### src/logic/fds_defines.svh
// Register addresses, drive timing defaults, disk image layout and field widths
`ifndef FDS_DEFINES_SVH
`define FDS_DEFINES_SVH

// CPU register map
`define FDS_ADDR_TLO     16'h4020
`define FDS_ADDR_THI     16'h4021
`define FDS_ADDR_TCTL    16'h4022
`define FDS_ADDR_IOEN    16'h4023
`define FDS_ADDR_WDATA   16'h4024
`define FDS_ADDR_CTRL    16'h4025
`define FDS_ADDR_STATUS  16'h4030
`define FDS_ADDR_RDATA   16'h4031
`define FDS_ADDR_DRIVE   16'h4032
`define FDS_ADDR_EXT     16'h4033

// Drive timing in ce cycles, much shorter than a real drive
`define FDS_PRE_GAP_DEFAULT  16'd65535
`define FDS_BYTE_DEFAULT     16'd99
`define FDS_EJECT_DEFAULT    23'd1786800

// Image layout
`define FDS_SIDE_BYTES    65500
`define FDS_IMAGE_HEADER  16
`define FDS_DISK_END_POS  16'd65499
`define FDS_PRG_AW        22
`define FDS_START_MARK    8'h80

// Last byte index per block type
`define FDS_BLK_INFO_LEN    16'h0037
`define FDS_BLK_COUNT_LEN   16'h0001
`define FDS_BLK_HEADER_LEN  16'h000F

`endif

### src/logic/fds_pkg.sv
// Package with the bus, control, status and PRG mapping struct types
`default_nettype none

`include "fds_defines.svh"

package fds_pkg;

	// One CPU access as seen by the cartridge
	typedef struct packed {
		logic [15:0] addr;
		logic [7:0]  wdata;
		logic        read;
		logic        write;
	} cpu_bus_t;

	// Decoded $4025 contents
	typedef struct packed {
		logic motor_on;
		logic head_home;       // Drive head back at the start of the disk
		logic write_mode;
		logic vertical_mirror;
		logic transfer_on;
		logic disk_irq_en;
	} disk_ctrl_t;

	typedef struct packed {
		logic byte_ready;
		logic disk_end;
	} disk_status_t;

	typedef struct packed {
		logic [`FDS_PRG_AW-1:0] aout;
		logic                   allow;   // Memory may take part in this access
	} prg_map_t;

endpackage

`default_nettype wire

### src/logic/fds_interval_timer.sv
// Interval timer with reload latch, repeat mode and timer IRQ
`timescale 1ns/10ps
`default_nettype none

`include "fds_defines.svh"

module fds_interval_timer import fds_pkg::*; (
	input  logic     clk,
	input  logic     diskreset,
	input  logic     ce,
	input  cpu_bus_t cpu,
	input  logic     status_read,
	output logic     timer_irq
);

	logic [15:0] latch;
	logic [15:0] count;
	logic        repeat_mode;
	logic        timer_en;
	logic        reg_en;      // $4023 bit 0, gates the whole disk register set
	logic        read_pend;

	always_ff @(posedge clk) begin
		if (diskreset) begin
			repeat_mode <= 1'b0;
			timer_en    <= 1'b0;
			reg_en      <= 1'b0;
			timer_irq   <= 1'b0;
			read_pend   <= 1'b0;
		end else if (ce) begin
			if (timer_en) begin
				if (count == 16'd0) begin
					timer_irq <= 1'b1;
					count     <= latch;
					if (!repeat_mode)
						timer_en <= 1'b0;  // One-shot stops here
				end else begin
					count <= count - 16'd1;
				end
			end

			if (cpu.write) begin
				case (cpu.addr)
					`FDS_ADDR_TLO: latch[7:0]  <= cpu.wdata;
					`FDS_ADDR_THI: latch[15:8] <= cpu.wdata;
					`FDS_ADDR_TCTL: begin
						repeat_mode <= cpu.wdata[0];
						timer_en    <= cpu.wdata[1] & reg_en;
						if (cpu.wdata[1] && reg_en)
							count <= latch;
						else
							timer_irq <= 1'b0;
					end
					`FDS_ADDR_IOEN: begin
						reg_en <= cpu.wdata[0];
						if (!cpu.wdata[0]) begin
							timer_en  <= 1'b0;
							timer_irq <= 1'b0;
						end
					end
					default: ;
				endcase
			end

			// Status read acknowledges one ce late
			read_pend <= status_read;
			if (read_pend)
				timer_irq <= 1'b0;
		end
	end

	a_irq_needs_reg_en: assert property (@(posedge clk) disable iff (diskreset)
		$rose(timer_irq) |-> reg_en);

endmodule

`default_nettype wire

### src/logic/fds_byte_transfer.sv
// Drive byte timing, byte-ready flag, block parsing, block end and head position
`timescale 1ns/10ps
`default_nettype none

`include "fds_defines.svh"

module fds_byte_transfer import fds_pkg::*; #(
	parameter logic [15:0] PRE_GAP_CYCLES = `FDS_PRE_GAP_DEFAULT,
	parameter logic [15:0] BYTE_CYCLES    = `FDS_BYTE_DEFAULT
) (
	input  logic         clk,
	input  logic         diskreset,
	input  logic         ce,
	input  disk_ctrl_t   ctrl,
	input  cpu_bus_t     cpu,
	input  logic         data_write,
	input  logic         data_read,
	input  logic         status_read,
	input  logic         drive_busy,
	input  logic [7:0]   prg_dbus,
	output disk_status_t status,
	output logic         disk_irq,
	output logic [15:0]  disk_pos,
	output logic         disk_access
);

	logic        byte_ready;
	logic        new_byte;       // A slot byte is waiting to be consumed
	logic        after_pre_gap;
	logic        read_pend;
	logic        xfer_d;
	logic        got_start;
	logic        got_start_d;
	logic        read_d;
	logic        write_d;
	logic        block_end;
	logic        blk_last;
	logic [2:0]  block_type;
	logic [15:0] transfer_cnt;
	logic [15:0] byte_cnt;
	logic [15:0] file_size;
	logic [7:0]  disk_data;
	logic        read_disk;
	logic        write_disk;
	logic        disk_end;

	assign disk_end   = (disk_pos == `FDS_DISK_END_POS);
	assign read_disk  = data_read;
	assign write_disk = data_write & ctrl.write_mode & ctrl.transfer_on & got_start_d &
		ctrl.motor_on & ~ctrl.head_home & ~block_end;
	assign disk_access = read_disk | write_disk;
	assign disk_data   = write_disk ? cpu.wdata : prg_dbus;
	assign disk_irq    = byte_ready & ctrl.disk_irq_en;
	assign status      = '{byte_ready: byte_ready, disk_end: disk_end};

	// The image carries no CRC bytes, so block ends come from the block headers
	always_comb begin
		case (block_type)
			3'd1:    blk_last = (byte_cnt == `FDS_BLK_INFO_LEN);
			3'd2:    blk_last = (byte_cnt == `FDS_BLK_COUNT_LEN);
			3'd3:    blk_last = (byte_cnt == `FDS_BLK_HEADER_LEN);
			3'd4:    blk_last = (byte_cnt == file_size);
			default: blk_last = 1'b0;
		endcase
	end

	always_ff @(posedge clk) begin
		if (diskreset) begin
			byte_ready    <= 1'b0;
			new_byte      <= 1'b0;
			after_pre_gap <= 1'b0;
			read_pend     <= 1'b0;
			xfer_d        <= 1'b0;
			got_start     <= 1'b0;
			got_start_d   <= 1'b0;
			read_d        <= 1'b0;
			write_d       <= 1'b0;
			block_end     <= 1'b0;
			block_type    <= 3'd0;
			transfer_cnt  <= 16'd0;
			byte_cnt      <= 16'd0;
			disk_pos      <= 16'd0;
		end else if (ce) begin
			xfer_d      <= ctrl.transfer_on;
			got_start_d <= got_start;
			read_d      <= read_disk;
			write_d     <= write_disk;
			read_pend   <= status_read;

			if (data_write) begin
				byte_ready <= 1'b0;
				if (ctrl.write_mode && ctrl.transfer_on && cpu.wdata == `FDS_START_MARK)
					got_start <= 1'b1;
			end

			if (read_pend || read_d)
				byte_ready <= 1'b0;

			// Block type and file size from the block contents
			if ((read_disk && !ctrl.write_mode) || write_disk) begin
				if (byte_cnt == 16'd0)
					block_type <= disk_data[2:0];
				if (block_type == 3'd3) begin
					if (byte_cnt == 16'h000D) file_size[7:0]  <= disk_data;
					if (byte_cnt == 16'h000E) file_size[15:8] <= disk_data;
				end
			end

			// Head moves on the ce after the byte was taken
			if (((read_d && !ctrl.write_mode) || write_d) && new_byte) begin
				new_byte <= 1'b0;
				byte_cnt <= byte_cnt + 16'd1;
				if (!disk_end && !block_end)
					disk_pos <= disk_pos + 16'd1;
				if (blk_last)
					block_end <= 1'b1;
			end

			if (!ctrl.motor_on) begin
				transfer_cnt <= 16'd0;
			end else if (ctrl.head_home) begin
				transfer_cnt  <= 16'd0;
				disk_pos      <= 16'd0;
				after_pre_gap <= 1'b0;
			end else if (!after_pre_gap) begin
				if (transfer_cnt == PRE_GAP_CYCLES) begin  // Lead-in done
					after_pre_gap <= 1'b1;
					transfer_cnt  <= 16'd0;
				end else begin
					transfer_cnt <= transfer_cnt + 16'd1;
				end
			end else if (transfer_cnt == BYTE_CYCLES) begin
				transfer_cnt <= 16'd0;
				if (ctrl.transfer_on && !drive_busy) begin
					byte_ready <= 1'b1;
					new_byte   <= 1'b1;
				end
			end else begin
				transfer_cnt <= transfer_cnt + 16'd1;
			end

			// Rising transfer_on opens a new block
			if (ctrl.transfer_on && !xfer_d) begin
				byte_ready  <= ctrl.write_mode;
				new_byte    <= 1'b0;
				got_start   <= 1'b0;
				got_start_d <= 1'b0;
				byte_cnt    <= 16'd0;
				block_end   <= 1'b0;
				block_type  <= 3'd0;
				if (after_pre_gap)
					transfer_cnt <= 16'd0;
			end
		end
	end

	a_pos_in_range: assert property (@(posedge clk) disable iff (diskreset)
		disk_pos <= `FDS_DISK_END_POS);

endmodule

`default_nettype wire

### src/logic/fds_disk_side.sv
// Eject button edge, disk side stepping, minimum eject hold and side image offset
`timescale 1ns/10ps
`default_nettype none

`include "fds_defines.svh"

module fds_disk_side #(
	parameter logic [22:0] EJECT_HOLD_CYCLES = `FDS_EJECT_DEFAULT
) (
	input  logic        clk,
	input  logic        diskreset,
	input  logic        ce,
	input  logic        eject_btn,
	input  logic        write_mode,
	input  logic [1:0]  max_diskside,
	output logic [1:0]  diskside,
	output logic        disk_eject,
	output logic [17:0] side_offset
);

	localparam logic [17:0] SIDE_BYTES   = 18'(`FDS_SIDE_BYTES);
	localparam logic [17:0] IMAGE_HEADER = 18'(`FDS_IMAGE_HEADER);

	logic        btn_d;
	logic        hold;
	logic [22:0] hold_cnt;

	always_ff @(posedge clk) begin
		if (diskreset) begin
			btn_d    <= 1'b0;
			hold     <= 1'b0;
			hold_cnt <= 23'd0;
			diskside <= 2'd0;
		end else if (ce) begin
			btn_d <= eject_btn;
			if (eject_btn && !btn_d && !write_mode) begin
				diskside <= (diskside >= max_diskside) ? 2'd0 : diskside + 2'd1;
				hold     <= 1'b1;
				hold_cnt <= 23'd0;
			end else if (hold) begin
				if (hold_cnt == EJECT_HOLD_CYCLES)
					hold <= 1'b0;  // Minimum eject time served
				else
					hold_cnt <= hold_cnt + 23'd1;
			end
		end
	end

	assign disk_eject  = hold | eject_btn;
	assign side_offset = IMAGE_HEADER + 18'(diskside) * SIDE_BYTES;

	a_side_in_range: assert property (@(posedge clk) disable iff (diskreset)
		diskside <= max_diskside);

endmodule

`default_nettype wire

### src/logic/fds_host_bus.sv
// Register decode, control register, read-back mux, PRG/CHR mapping and IRQ merge
`timescale 1ns/10ps
`default_nettype none

`include "fds_defines.svh"

module fds_host_bus import fds_pkg::*; (
	input  logic         clk,
	input  logic         diskreset,
	input  logic         ce,
	input  cpu_bus_t     cpu,
	input  logic [13:0]  chr_ain,
	input  disk_status_t status,
	input  logic         timer_irq,
	input  logic         disk_irq,
	input  logic         disk_eject,
	input  logic         disk_access,
	input  logic [15:0]  disk_pos,
	input  logic [17:0]  side_offset,
	output disk_ctrl_t   ctrl,
	output logic         data_write,
	output logic         data_read,
	output logic         status_read,
	output logic [7:0]   prg_dout,
	output logic         prg_bus_write,
	output logic         irq,
	output prg_map_t     prg,
	output logic [21:0]  chr_aout,
	output logic         vram_a10,
	output logic         vram_ce
);

	logic        disk_ready;
	logic        prg_is_ram;
	logic [5:0]  prg_bank;
	logic [17:0] image_off;

	always_ff @(posedge clk) begin
		if (diskreset) begin
			ctrl <= '0;
		end else if (ce && cpu.write && cpu.addr == `FDS_ADDR_CTRL) begin
			ctrl.motor_on        <= cpu.wdata[0];
			ctrl.head_home       <= cpu.wdata[1];
			ctrl.write_mode      <= ~cpu.wdata[2];  // Bit 2 low selects write
			ctrl.vertical_mirror <= ~cpu.wdata[3];
			ctrl.transfer_on     <= cpu.wdata[6];
			ctrl.disk_irq_en     <= cpu.wdata[7];
		end
	end

	assign data_write  = cpu.write & (cpu.addr == `FDS_ADDR_WDATA);
	assign data_read   = cpu.read & (cpu.addr == `FDS_ADDR_RDATA);
	assign status_read = cpu.read & (cpu.addr == `FDS_ADDR_STATUS);

	assign disk_ready = ~disk_eject & ~ctrl.head_home & ctrl.motor_on & ~status.disk_end;

	always_comb begin
		prg_bus_write = cpu.read;
		case (cpu.addr)
			`FDS_ADDR_STATUS: prg_dout = {1'b0, status.disk_end, 4'd0, status.byte_ready, timer_irq};
			`FDS_ADDR_DRIVE:  prg_dout = {4'h4, 1'b0, disk_eject, ~disk_ready, disk_eject};
			`FDS_ADDR_EXT:    prg_dout = 8'h80;
			default: begin
				prg_dout      = 8'd0;
				prg_bus_write = 1'b0;
			end
		endcase
	end

	// $6000-$DFFF is work RAM, the rest of the upper half is BIOS
	assign prg_is_ram = cpu.addr[15] ^ (&cpu.addr[14:13]);
	assign prg_bank   = prg_is_ram ? {4'b0001, cpu.addr[14:13]} : 6'd0;
	assign image_off  = side_offset + 18'(disk_pos);

	assign prg.aout = disk_access ? {{(`FDS_PRG_AW-18){1'b1}}, image_off}
		: {{(`FDS_PRG_AW-19){1'b0}}, prg_bank, cpu.addr[12:0]};
	assign prg.allow = (cpu.read & cpu.addr[15] & ~prg_bus_write) | prg_is_ram | disk_access;

	assign irq = timer_irq | disk_irq;

	assign chr_aout = {9'b10_0000_000, chr_ain[12:0]};  // Fixed 8 KB CHR RAM
	assign vram_a10 = ctrl.vertical_mirror ? chr_ain[10] : chr_ain[11];
	assign vram_ce  = chr_ain[13];

endmodule

`default_nettype wire

### src/logic/fds_disk_top.sv
// Disk drive side of the cartridge adapter, host bus, timer, transfer and side select
`timescale 1ns/10ps
`default_nettype none

`include "fds_defines.svh"

module fds_disk_top import fds_pkg::*; #(
	parameter logic [15:0] PRE_GAP_CYCLES    = `FDS_PRE_GAP_DEFAULT,
	parameter logic [15:0] BYTE_CYCLES       = `FDS_BYTE_DEFAULT,
	parameter logic [22:0] EJECT_HOLD_CYCLES = `FDS_EJECT_DEFAULT
) (
	input  logic        clk,
	input  logic        diskreset,
	input  logic        ce,
	input  cpu_bus_t    cpu,
	input  logic [7:0]  prg_dbus,
	input  logic [13:0] chr_ain,
	input  logic        eject_btn,
	input  logic [1:0]  max_diskside,
	input  logic        drive_busy,
	output logic [7:0]  prg_dout,
	output logic        prg_bus_write,
	output prg_map_t    prg,
	output logic [21:0] chr_aout,
	output logic        vram_a10,
	output logic        vram_ce,
	output logic        irq,
	output logic [1:0]  diskside
);

	disk_ctrl_t   ctrl;
	disk_status_t status;
	logic         data_write;
	logic         data_read;
	logic         status_read;
	logic         disk_irq;
	logic         timer_irq;
	logic         disk_access;
	logic         disk_eject;
	logic [15:0]  disk_pos;
	logic [17:0]  side_offset;

	fds_host_bus u_host_bus (
		.clk(clk), .diskreset(diskreset), .ce(ce), .cpu(cpu), .chr_ain(chr_ain),
		.status(status), .timer_irq(timer_irq), .disk_irq(disk_irq),
		.disk_eject(disk_eject), .disk_access(disk_access), .disk_pos(disk_pos),
		.side_offset(side_offset), .ctrl(ctrl), .data_write(data_write),
		.data_read(data_read), .status_read(status_read), .prg_dout(prg_dout),
		.prg_bus_write(prg_bus_write), .irq(irq), .prg(prg), .chr_aout(chr_aout),
		.vram_a10(vram_a10), .vram_ce(vram_ce)
	);

	fds_interval_timer u_timer (
		.clk(clk), .diskreset(diskreset), .ce(ce), .cpu(cpu),
		.status_read(status_read), .timer_irq(timer_irq)
	);

	fds_byte_transfer #(
		.PRE_GAP_CYCLES(PRE_GAP_CYCLES), .BYTE_CYCLES(BYTE_CYCLES)
	) u_transfer (
		.clk(clk), .diskreset(diskreset), .ce(ce), .ctrl(ctrl), .cpu(cpu),
		.data_write(data_write), .data_read(data_read), .status_read(status_read),
		.drive_busy(drive_busy), .prg_dbus(prg_dbus), .status(status),
		.disk_irq(disk_irq), .disk_pos(disk_pos), .disk_access(disk_access)
	);

	fds_disk_side #(
		.EJECT_HOLD_CYCLES(EJECT_HOLD_CYCLES)
	) u_disk_side (
		.clk(clk), .diskreset(diskreset), .ce(ce), .eject_btn(eject_btn),
		.write_mode(ctrl.write_mode), .max_diskside(max_diskside),
		.diskside(diskside), .disk_eject(disk_eject), .side_offset(side_offset)
	);

endmodule

`default_nettype wire

### config.mk
export PLATFORM = sky130hd
export DESIGN_NAME = fds_disk_top
export DESIGN_NICKNAME = d
export VERILOG_FILES = /design/src/logic/fds_pkg.sv /design/src/logic/fds_interval_timer.sv /design/src/logic/fds_byte_transfer.sv /design/src/logic/fds_disk_side.sv /design/src/logic/fds_host_bus.sv /design/src/logic/fds_disk_top.sv
export VERILOG_INCLUDE_DIRS = /design/src /design/src/logic
export SDC_FILE = /design/constraint.sdc
export NUM_CORES = 1
export LEC_CHECK = 0
export BUFFER_PORTS_ARGS = -buffer_cell sky130_fd_sc_hd__buf_2
export CORE_ASPECT_RATIO = 0.7
export CORE_MARGIN = 10
export CORE_UTILIZATION = 30
export DETAILED_ROUTE_END_ITERATION = 6
export PLACE_DENSITY_LB_ADDON = 0.05
export SKIP_LAST_GASP = 1
export SLEW_MARGIN = 15
export SYNTH_ARGS = -nofsm -noshare
export SYNTH_HDL_FRONTEND = slang
export SYNTH_SLANG_ARGS = --single-unit
### constraint.sdc
create_clock -name clk -period 9.11 [get_ports clk]
set_input_delay 2.2775 -clock clk [delete_from_list [all_inputs] [get_ports clk]]
set_output_delay 2.2775 -clock clk [all_outputs]
set_load 0.03 [all_outputs]
==> flow_summary.json, run 1 <==
{
  "async_reset_ff_share_pct": 0,
  "final_cell_mix": "nor2_1 (108), dfxtp_1 (98), nand2_1 (78)",
  "rsz0062_at_grt": "false",
  "timing.fmax_ghz": 0.140,
  "p_sw_mw": 0.384,
  "finalSetupTns_ns": 0,
  "grt_pass1_wl_um": 40500,
  "netlist_instances": 1020,
  "cts_tree": "yes",
  "arrival_ns": 4.88,
  "cts-root-buf": "clkbuf_16",
  "finalCriticalPeriod_ns": 7.16,
  "grt_usage_pct": 14.0,
  "synth_warnings": 0,
  "skew_ns": 0.00849,
  "pin_count": 114,
  "status": "finished, final reports clean",
  "hp-class": "register to register",
  "power_frac_clock_pct": 45.9,
  "critPathRequiredTime_ns": 6.83,
  "dr.pass1.iters": 4,
  "yosys.cell_types.count": 84,
  "internal_power_mw": 1.06,
  "final_nets": 1163,
  "fillers": 3089,
  "grt_pass1_vias": 6859,
  "worstSetupPathType": "input pin to output pin",
  "timing.final.crit_share_pct": 78.6,
  "synth_edf_count": 48,
  "fp.dieH_um": 164,
  "post-cts-setup-buffers": 0,
  "overflow": 0,
  "cp_max_fo": 16,
  "ys_ff_latch": 146,
  "area_growth_pct": 11.9,
  "worstSkewPairLatency_ns": 0.44,
  "portBuffers": 77,
  "ctsHoldBuffers": 0,
  "stdcell_area_mm2": 0.0100,
  "grt_max_degree": 36,
  "clkSlewWorstSetupHoldPaths_ns": 0.07,
  "synth_ff_type": "dfxtp_1",
  "tightest_slew_ns": 1.06,
  "cts_made_buffers": 17,
  "yosysSeqAreaShare_pct": 38.0,
  "final_common_cell": "nor2_1",
  "clock_sinks": 146,
  "cts_resized": 0,
  "syn_area_per_cell_um2": 8.77,
  "start_util_pct": 30.7,
  "rows": 52,
  "setup_viol": 0,
  "clk_path_buf_depth": 2,
  "pwr-share-comb_pct": 7.1,
  "core-area_mm2": 0.0291,
  "power.total_mw": 1.45,
  "place_hpwl_um": 19700,
  "wl_um": 25600,
  "drv_slew": 0,
  "p_sw_share_pct": 26.5,
  "p_leak_nw": 3.62,
  "start_kind": "input pin",
  "dr.first_iter.drc_count": 407,
  "viasPerCell": 5.01,
  "hold_viol_final": 0,
  "end_kind": "output pin",
  "syn_area_mm2": 0.00894,
  "drc": 0,
  "vias": 7293,
  "dieArea_mm2": 0.0372,
  "ant_nets": 0,
  "p_per_area_mw_per_mm2": 145,
  "gp_congestion": 0.805,
  "die_w_um": 226,
  "relSlewSlack_pct": 28.8,
  "max_cap_viol_count": 0,
  "irDropWorstVdd_mv": 0.0740,
  "placed_area_mm2": 0.00946,
  "antenna_found_initial": 1,
  "pwr-share-seq_pct": 46.9,
  "htreeDepth": 4,
  "wl_per_cell_um": 17.6,
  "drive_above_1_share_pct": 15.9
}
flip-flops by register name, indices dropped and copies added (netlist names), 2 cells and up:
signal / flops
u_transfer.byte_cnt: 16
u_timer.latch: 16
u_timer.count: 16
u_disk_side.diskside: 2
u_transfer.block_type: 3
u_transfer.transfer_cnt: 16
u_disk_side.hold_cnt: 23
u_host_bus.ctrl: 6
u_transfer.disk_pos: 16
u_transfer.file_size: 16
synthesized netlist by cell type, types with 8 or more instances:
cell type / n / share of area (%)
o21ai_0: 51 / 2.9
clkbuf_1: 22 / 0.92
or3_1: 27 / 1.9
mux2_2: 11 / 1.4
ha_1: 44 / 6.2
o22ai_1: 10 / 0.70
nand2_1: 78 / 3.3
edfxtp_1: 48 / 16
and3_1: 10 / 0.70
xnor2_1: 38 / 3.7
and4_1: 8 / 0.78
a21oi_1: 53 / 3.0
buf_4: 31 / 2.6
nor4_1: 19 / 1.3
nor3_1: 39 / 2.2
a21o_1: 17 / 1.4
dfxtp_1: 98 / 22
a211oi_1: 9 / 0.76
mux2i_1: 11 / 1.2
o21ai_2: 14 / 1.4
nand2_2: 14 / 0.98
xor2_1: 30 / 2.9
nor2_1: 108 / 4.5
inv_1: 36 / 1.5
nand2b_1: 11 / 0.77
nand4_1: 25 / 1.7
nand3_1: 38 / 2.1
metal layers:
metal / track usage [%] / wire [um] / vias to the layer above
met5: 0 / 0 / -
met3: 2.43 / 651 / 22
met4: 4.74 / 344 / 0
met2: 19.7 / 10700 / 79
met1: 20.9 / 13900 / 3451
li1: - / - / 3741
power groups by stage:
| stage | logic, mW | clock network (mW) | registers [mW] |
|---|---|---|---|
| global route | 0.114 | 0.715 | 0.680 |
| CTS | 0.104 | 0.689 | 0.679 |
| global placement | 0.106 | 0 | 0.694 |
| finish | 0.103 | 0.665 | 0.679 |
| detailed placement | 0.104 | 0 | 0.694 |
| floorplan | 0.0788 | 0 | 0.693 |
cell families (layout without fill, tap and decap cells):
group / after synthesis / in the layout / share of synthesized area (%)
simple gates: 426 / 426 / 24.8
compound gates: 207 / 207 / 15.1
flops: 146 / 146 / 38.0
buf+inv: 104 / 150 / 6.32
xor+xnor: 68 / 68 / 6.66
fa+ha+maj: 45 / 45 / 6.38
mux: 22 / 22 / 2.62
other cells: 2 / 13 / 0.0840
critical path: stages:
cell and delay [ns]:
buf_2 0.12, nor4b_2 0.65, nand3b_1 0.36, nor4_2 0.49
nor2_2 0.19, inv_2 0.25, mux2_2 0.37, buf_2 0.18
worst paths after layout:
check	from	end	slack (ns)	depth (start not counted)
max reg2reg	u_timer.count[6]	u_timer.count[7]	6.63	5
max	cpu[14]	prg[5]	1.95	8
min	u_host_bus.ctrl[0]	u_host_bus.ctrl[0]	0.47	2
min reg2reg	u_host_bus.ctrl[0]	u_host_bus.ctrl[0]	0.47	2
per-stage QoR:
step	cells	utilization [%]	setup WS [ns]	hold WS, ns
final	1455	34.3	1.95	0.468
after global routing	1455	34.3	1.76	0.490
after CTS	1454	34.3	1.93	0.466
after detailed placement	1422	32.4	1.93	0.453
after global placement	1422	32.4	1.99	0.449
after floorplan	1030	-	2.52	0.432
area by class of cell:
| type | instances | area, um2 | area share [%] |
|---|---|---|---|
| multi-input cells | 780 | 5030 | 50.2 |
| diodes | 1 | 2.50 | 0.0250 |
| clock inverters | 15 | 124 | 1.24 |
| clock buffers | 17 | 425 | 4.25 |
| repair buffers | 81 | 415 | 4.15 |
| inverters | 37 | 139 | 1.39 |
| flip-flops and latches | 146 | 3400 | 34.0 |
| well taps | 378 | 473 | 4.73 |
Power figures use the tool's default switching activity.
==> inputs of run 2 (changes only) <==
==> constraint.sdc (replaced) <==
create_clock -name clk -period 6.4 [get_ports clk]
set_input_delay 1.6 -clock clk [delete_from_list [all_inputs] [get_ports clk]]
set_output_delay 1.6 -clock clk [all_outputs]
set_load 0.03 [all_outputs]
==> run 2 against run 1 <==
Net effect:
- sequential share of layout area down 0.055 points
- flip-flop and latch count unchanged
- setup slack lost 1.3 ns
- global-route usage increased by 0.099 points
- via count rose by 0.89%
- first-iteration DRC count increased by 4.7%
- die area unchanged
- critical path depth rose by 4
- utilization rose by 0.056 points
- non-clock buffer count is 1 higher
- sequential power increased by 42%
- clock skew is 0.0028 ns higher
- critical endpoint is now prg[17]
- largest cell class unchanged
- largest power group is now the clock network
==> flow_summary.json, run 2 (synthesis gave the netlist of run 1 again) <==
{
  "status": "finished, final reports clean",
  "clock_sinks": 146,
  "arrival_ns": 4.15,
  "regMostFlops": "u_disk_side.hold_cnt",
  "vias": 7358,
  "clk_path_buf_depth": 2,
  "clkSlewWorstSetupHoldPaths_ns": 0.07,
  "pwr-share-comb_pct": 7.1,
  "grt_usage_pct": 14.1,
  "hp-class": "register to register",
  "wl_per_cell_um": 18.0,
  "hold_viol_final": 0,
  "fp.dieH_um": 164,
  "wl_um": 26200,
  "antenna_found_initial": 2,
  "overflow": 0,
  "p_sw_mw": 0.569,
  "pin_count": 114,
  "cp_max_fo": 9,
  "pwr-share-seq_pct": 46.2,
  "fillers": 3062,
  "portBuffers": 77,
  "die_w_um": 226,
  "finalCriticalPeriod_ns": 5.75,
  "p_sw_share_pct": 27.2,
  "power.total_mw": 2.09,
  "drv_slew": 0,
  "final_common_cell": "nor2_1",
  "skew_ns": 0.0113,
  "dr.first_iter.drc_count": 426,
  "internal_power_mw": 1.52,
  "finalSetupTns_ns": 0,
  "rows": 52,
  "final_nets": 1164,
  "core-area_mm2": 0.0291,
  "grt_max_degree": 36,
  "cp-startpoint": "u_disk_side.diskside[0]",
  "power_frac_clock_pct": 46.7,
  "dr.pass1.iters": 5,
  "regToRegSetupSlack_ns": 3.68,
  "crit_end": "prg[17]",
  "stdcell_area_mm2": 0.0100,
  "cts-root-buf": "clkbuf_16",
  "placed_area_mm2": 0.00946,
  "post-cts-setup-buffers": 0,
  "place_hpwl_um": 19800,
  "max_cap_viol_count": 0,
  "place_ws_ns": 0.675,
  "start_util_pct": 30.7,
  "p_leak_nw": 3.63,
  "critPathRequiredTime_ns": 4.80,
  "relSlewSlack_pct": 27.7,
  "gp_congestion": 0.789,
  "ctsHoldBuffers": 0,
  "area_growth_pct": 12.1,
  "final_cell_mix": "nor2_1 (108), dfxtp_1 (98), nand2_1 (78)",
  "p_per_area_mw_per_mm2": 209,
  "htreeDepth": 4,
  "largest_register_ffs": 23,
  "r2r-start": "u_host_bus.ctrl[3]",
  "tightest_slew_ns": 1.08,
  "start_kind": "register",
  "setup_viol": 0,
  "viasPerCell": 5.06,
  "dieArea_mm2": 0.0372,
  "worst_slack_ns": 0.652,
  "drive_above_1_share_pct": 16.0,
  "timing.fmax_ghz": 0.174,
  "ant_nets": 0,
  "worstSetupPathType": "register to output pin",
  "fin_worst_hold_slack_ns": 0.463,
  "r2r-end": "u_transfer.file_size[8]",
  "reg2reg_depth": 6,
  "cts_resized": 0,
  "cts_tree": "yes",
  "grt_pass1_vias": 6834,
  "grt_pass1_wl_um": 40600,
  "end_kind": "output pin",
  "rsz0062_at_grt": "false",
  "worstSkewPairLatency_ns": 0.44,
  "irDropWorstVdd_mv": 0.126,
  "cts_made_buffers": 17,
  "drc": 0,
  "timing.final.crit_share_pct": 89.8,
  "diodes": 0
}
[run 2: changes by cell type in the layout (fill, tap and decap cells not counted)]
cell        before  now
diode_2          1    0
inv_4            1    0
clkinv_4         4    2
inv_8            0    3
clkinvlp_4       1    0
inv_6            8    9
buf_4            4    5
[run 2: worst min path at each step]
stage               cells past startpoint  slack, ns                from                  to
finish                                  2       0.46  u_host_bus.ctrl[0]  u_host_bus.ctrl[0]
global route                            2       0.51  u_host_bus.ctrl[0]  u_host_bus.ctrl[0]
CTS                                     2       0.46  u_host_bus.ctrl[0]  u_host_bus.ctrl[0]
detailed placement                      2       0.45  u_host_bus.ctrl[0]  u_host_bus.ctrl[0]
global placement                        2       0.45  u_host_bus.ctrl[0]  u_host_bus.ctrl[0]
floorplan                               2       0.43  u_host_bus.ctrl[0]  u_host_bus.ctrl[0]
[run 2: power by group through the flow]
stage	logic (mW)	registers [mW]	clock network (mW)
3_5_place_dp	0.148	0.987	0
6_report	0.148	0.966	0.977
4_1_cts	0.149	0.966	1.01
3_3_place_gp	0.150	0.987	0
5_1_grt	0.162	0.967	1.05
2_1_floorplan	0.112	0.987	0
[run 2: worst max-delay path, stage by stage, from the launching register on]
cell and delay, ns:
dfxtp_1 0.43, inv_1 0.14, ha_1 0.25, inv_1 0.25, ha_1 0.30, ha_1 0.38, a21o_1 0.20, a21o_1 0.19
a2111oi_0 0.76, a211oi_1 0.21, o21ai_1 0.15, nor3b_1 0.22, buf_2 0.24
[run 2: cell type report]
type | instances | area, um2 | share of cell area [%]
clock buffer | 17 | 425 | 4.24
clock inverter | 15 | 135 | 1.35
inverter | 37 | 139 | 1.39
multi-input combinational | 780 | 5030 | 50.1
sequential | 146 | 3400 | 33.9
tap | 378 | 473 | 4.72
timing repair buffer | 82 | 423 | 4.22
[run 2: layer usage]
| layer | track usage, % | up-vias | wire [um] |
|---|---|---|---|
| li1 | - | 3747 | - |
| met1 | 21.2 | 3482 | 14200 |
| met2 | 19.7 | 105 | 10700 |
| met3 | 3.14 | 24 | 894 |
| met4 | 3.59 | 0 | 397 |
| met5 | 0 | - | 0 |
[run 2: through the flow]
stage          util, %  cells
3_3_place_gp      32.5   1423
2_1_floorplan        -   1030
3_5_place_dp      32.5   1423
4_1_cts           34.4   1455
6_report          34.4   1455
5_1_grt           34.4   1455
==> inputs of run 3 (changes only) <==
--- a/config.mk
+++ b/config.mk
@@ -7,7 +7,6 @@
 export NUM_CORES = 1
 export LEC_CHECK = 0
 export BUFFER_PORTS_ARGS = -buffer_cell sky130_fd_sc_hd__buf_2
-export CORE_ASPECT_RATIO = 0.7
 export CORE_MARGIN = 10
 export CORE_UTILIZATION = 30
 export DETAILED_ROUTE_END_ITERATION = 6
==> run 3 against run 2 <==
Net effect:
- via count about the same
- die area fell by 0.29%
- critical endpoint is now prg[5]
- largest power group is now registers
- utilization is 0.44 points lower
- register-to-register slack worse by 0.06 ns
- total power shrank 1.3%
- wire length increased by 0.70%
- non-clock buffer count increased by 1
- global-route usage rose by 0.29 points
- setup slack better by 0.093 ns
- clock power fell by 2.9%
==> flow_summary.json, run 3 (synthesis gave the netlist of run 1 again) <==
{
  "status": "finished, final reports clean",
  "cp_common_cell": "buf_2",
  "worstSkewPairLatency_ns": 0.43,
  "critPathRequiredTime_ns": 4.80,
  "post-cts-setup-buffers": 0,
  "htreeDepth": 4,
  "cts_resized": 0,
  "start_util_pct": 30.3,
  "fillers": 3134,
  "r2r-start": "u_host_bus.ctrl[5]",
  "ant_nets": 0,
  "arrival_ns": 4.06,
  "grt_max_degree": 36,
  "dieArea_mm2": 0.0371,
  "rsz0062_at_grt": "false",
  "cts_made_buffers": 17,
  "wl_um": 26300,
  "place_hpwl_um": 19600,
  "power_frac_clock_pct": 46.0,
  "p_sw_mw": 0.519,
  "cpMaxStageDelayCell": "nor4b_2",
  "dp_cells": 1436,
  "grt_pass1_vias": 7417,
  "core-area_mm2": 0.0296,
  "grt_pass1_wl_um": 42000,
  "path_buf_inv": 3,
  "fin_worst_hold_slack_ns": 0.466,
  "r2r-end": "u_transfer.file_size[10]",
  "overflow": 0,
  "start_kind": "input pin",
  "worstSetupPathType": "input pin to output pin",
  "finalSetupTns_ns": 0,
  "crit_end": "prg[5]",
  "hp-class": "register to register",
  "slowest_delay_ns": 0.60,
  "pin_count": 114,
  "cp_max_fo": 16,
  "finalCriticalPeriod_ns": 5.66,
  "final_nets": 1165,
  "portBuffers": 77,
  "largest_register_ffs": 23,
  "regToRegSetupSlack_ns": 3.62,
  "stdcell_count": 1469,
  "reg2reg_depth": 7,
  "tightest_slew_ns": 1.01,
  "fp.dieH_um": 193,
  "irDropWorstVdd_mv": 0.168,
  "cts-root-buf": "clkbuf_16",
  "viasPerCell": 5.01,
  "multi_input_area_mm2": 0.00503,
  "max_cap_viol_count": 0,
  "die_w_um": 193,
  "cp-startpoint": "cpu[14]",
  "area_growth_pct": 12.2,
  "vias": 7363,
  "regMostFlops": "u_disk_side.hold_cnt",
  "final_common_cell": "nor2_1",
  "drive_above_1_share_pct": 15.9,
  "pwr-share-comb_pct": 7.2,
  "internal_power_mw": 1.54,
  "clock_sinks": 146,
  "timing.final.crit_share_pct": 88.4,
  "drc": 0,
  "relSlewSlack_pct": 32.1,
  "p_leak_nw": 3.62,
  "regArea_mm2": 0.00340,
  "timing.fmax_ghz": 0.177,
  "cts_tree": "yes",
  "dr.pass1.iters": 4,
  "pwr-share-seq_pct": 46.9,
  "p_sw_share_pct": 25.2,
  "antenna_found_initial": 2,
  "hold_viol_final": 0,
  "setup_viol": 0,
  "path_cells": "buf_2 -> nor4b_2 -> nand3b_1 -> nor4_2 -> nor2_2 -> inv_2 -> mux2_2 -> buf_2",
  "wl_per_cell_um": 17.9,
  "critical_path.top_delay_family": "simple AND/OR/NAND/NOR gates",
  "drv_slew": 0,
  "skew_ns": 0.0118,
  "p_per_area_mw_per_mm2": 206,
  "gp_congestion": 0.774,
  "ctsHoldBuffers": 0,
  "grt_usage_pct": 14.4,
  "clkSlewWorstSetupHoldPaths_ns": 0.06,
  "end_kind": "output pin",
  "rows": 63,
  "cp.depth": 8,
  "clk_path_buf_depth": 2,
  "final_cell_mix": "nor2_1 (108), dfxtp_1 (98), nand2_1 (78)",
  "dr.first_iter.drc_count": 325
}
[run 3: cell count changes in the layout (fill, tap and decap cells not counted), moves of 2 or more]
cell        before  now
clkbuf_1         0    2
inv_6            9    1
inv_4            0    2
inv_8            3    0
clkinvlp_4       0    4
[run 3: stage by stage]
step	util, %	power [mW]	worst slack, ns	instance area [um2]
3_5_place_dp	32.1	1.14	0.738	9490
3_3_place_gp	32.1	1.14	0.856	9490
6_report	34.0	2.06	0.745	10000
5_1_grt	33.9	2.15	0.395	10000
4_1_cts	33.9	2.10	0.710	10000
2_1_floorplan	-	1.10	1.17	8980
[run 3: cell type report]
type,instances,share of cell area [%]
Clock inverter,12,1.08
Inverter,37,1.38
Tap cell,390,4.86
Multi-Input combinational cell,780,50.1
Clock buffer,20,4.36
Timing Repair Buffer,83,4.29
Antenna cell,1,0.0249
Sequential cell,146,33.9
[run 3: tightest hold or removal path, delay by kind of cell (launching register included)]
| family | cells | cell delay [ns] |
|---|---|---|
| DFF | 1 | 0.31 |
| AOI/OAI and AO/OA | 1 | 0.05 |
| and+or+nand+nor | 1 | 0.05 |
[run 3: routing by layer]
layer | global-route usage [%] | share of wire (%)
met5 | 0 | 0.049
met3 | 3.42 | 4.2
met4 | 3.28 | 0.69
met2 | 23.4 | 46
met1 | 19.0 | 49
[run 3: worst min-delay path by stage]
stage,startpoint,end,slack (ns),cells past startpoint
3_3_place_gp,u_host_bus.ctrl[0],u_host_bus.ctrl[0],0.46,2
4_1_cts,u_host_bus.ctrl[0],u_host_bus.ctrl[0],0.47,2
6_report,u_host_bus.ctrl[0],u_host_bus.ctrl[0],0.47,2
2_1_floorplan,u_host_bus.ctrl[0],u_host_bus.ctrl[0],0.43,2
5_1_grt,u_transfer.got_start_d,u_transfer.got_start_d,0.51,1
3_5_place_dp,u_host_bus.ctrl[0],u_host_bus.ctrl[0],0.46,2
[run 3: power by group through the flow]
stage	Clock, mW	Combinational (mW)	Sequential [mW]
after global routing	1.02	0.164	0.968
after CTS	0.985	0.151	0.967
after global placement	0	0.151	0.988
after floorplan	0	0.112	0.987
after detailed placement	0	0.150	0.988
final	0.949	0.148	0.967
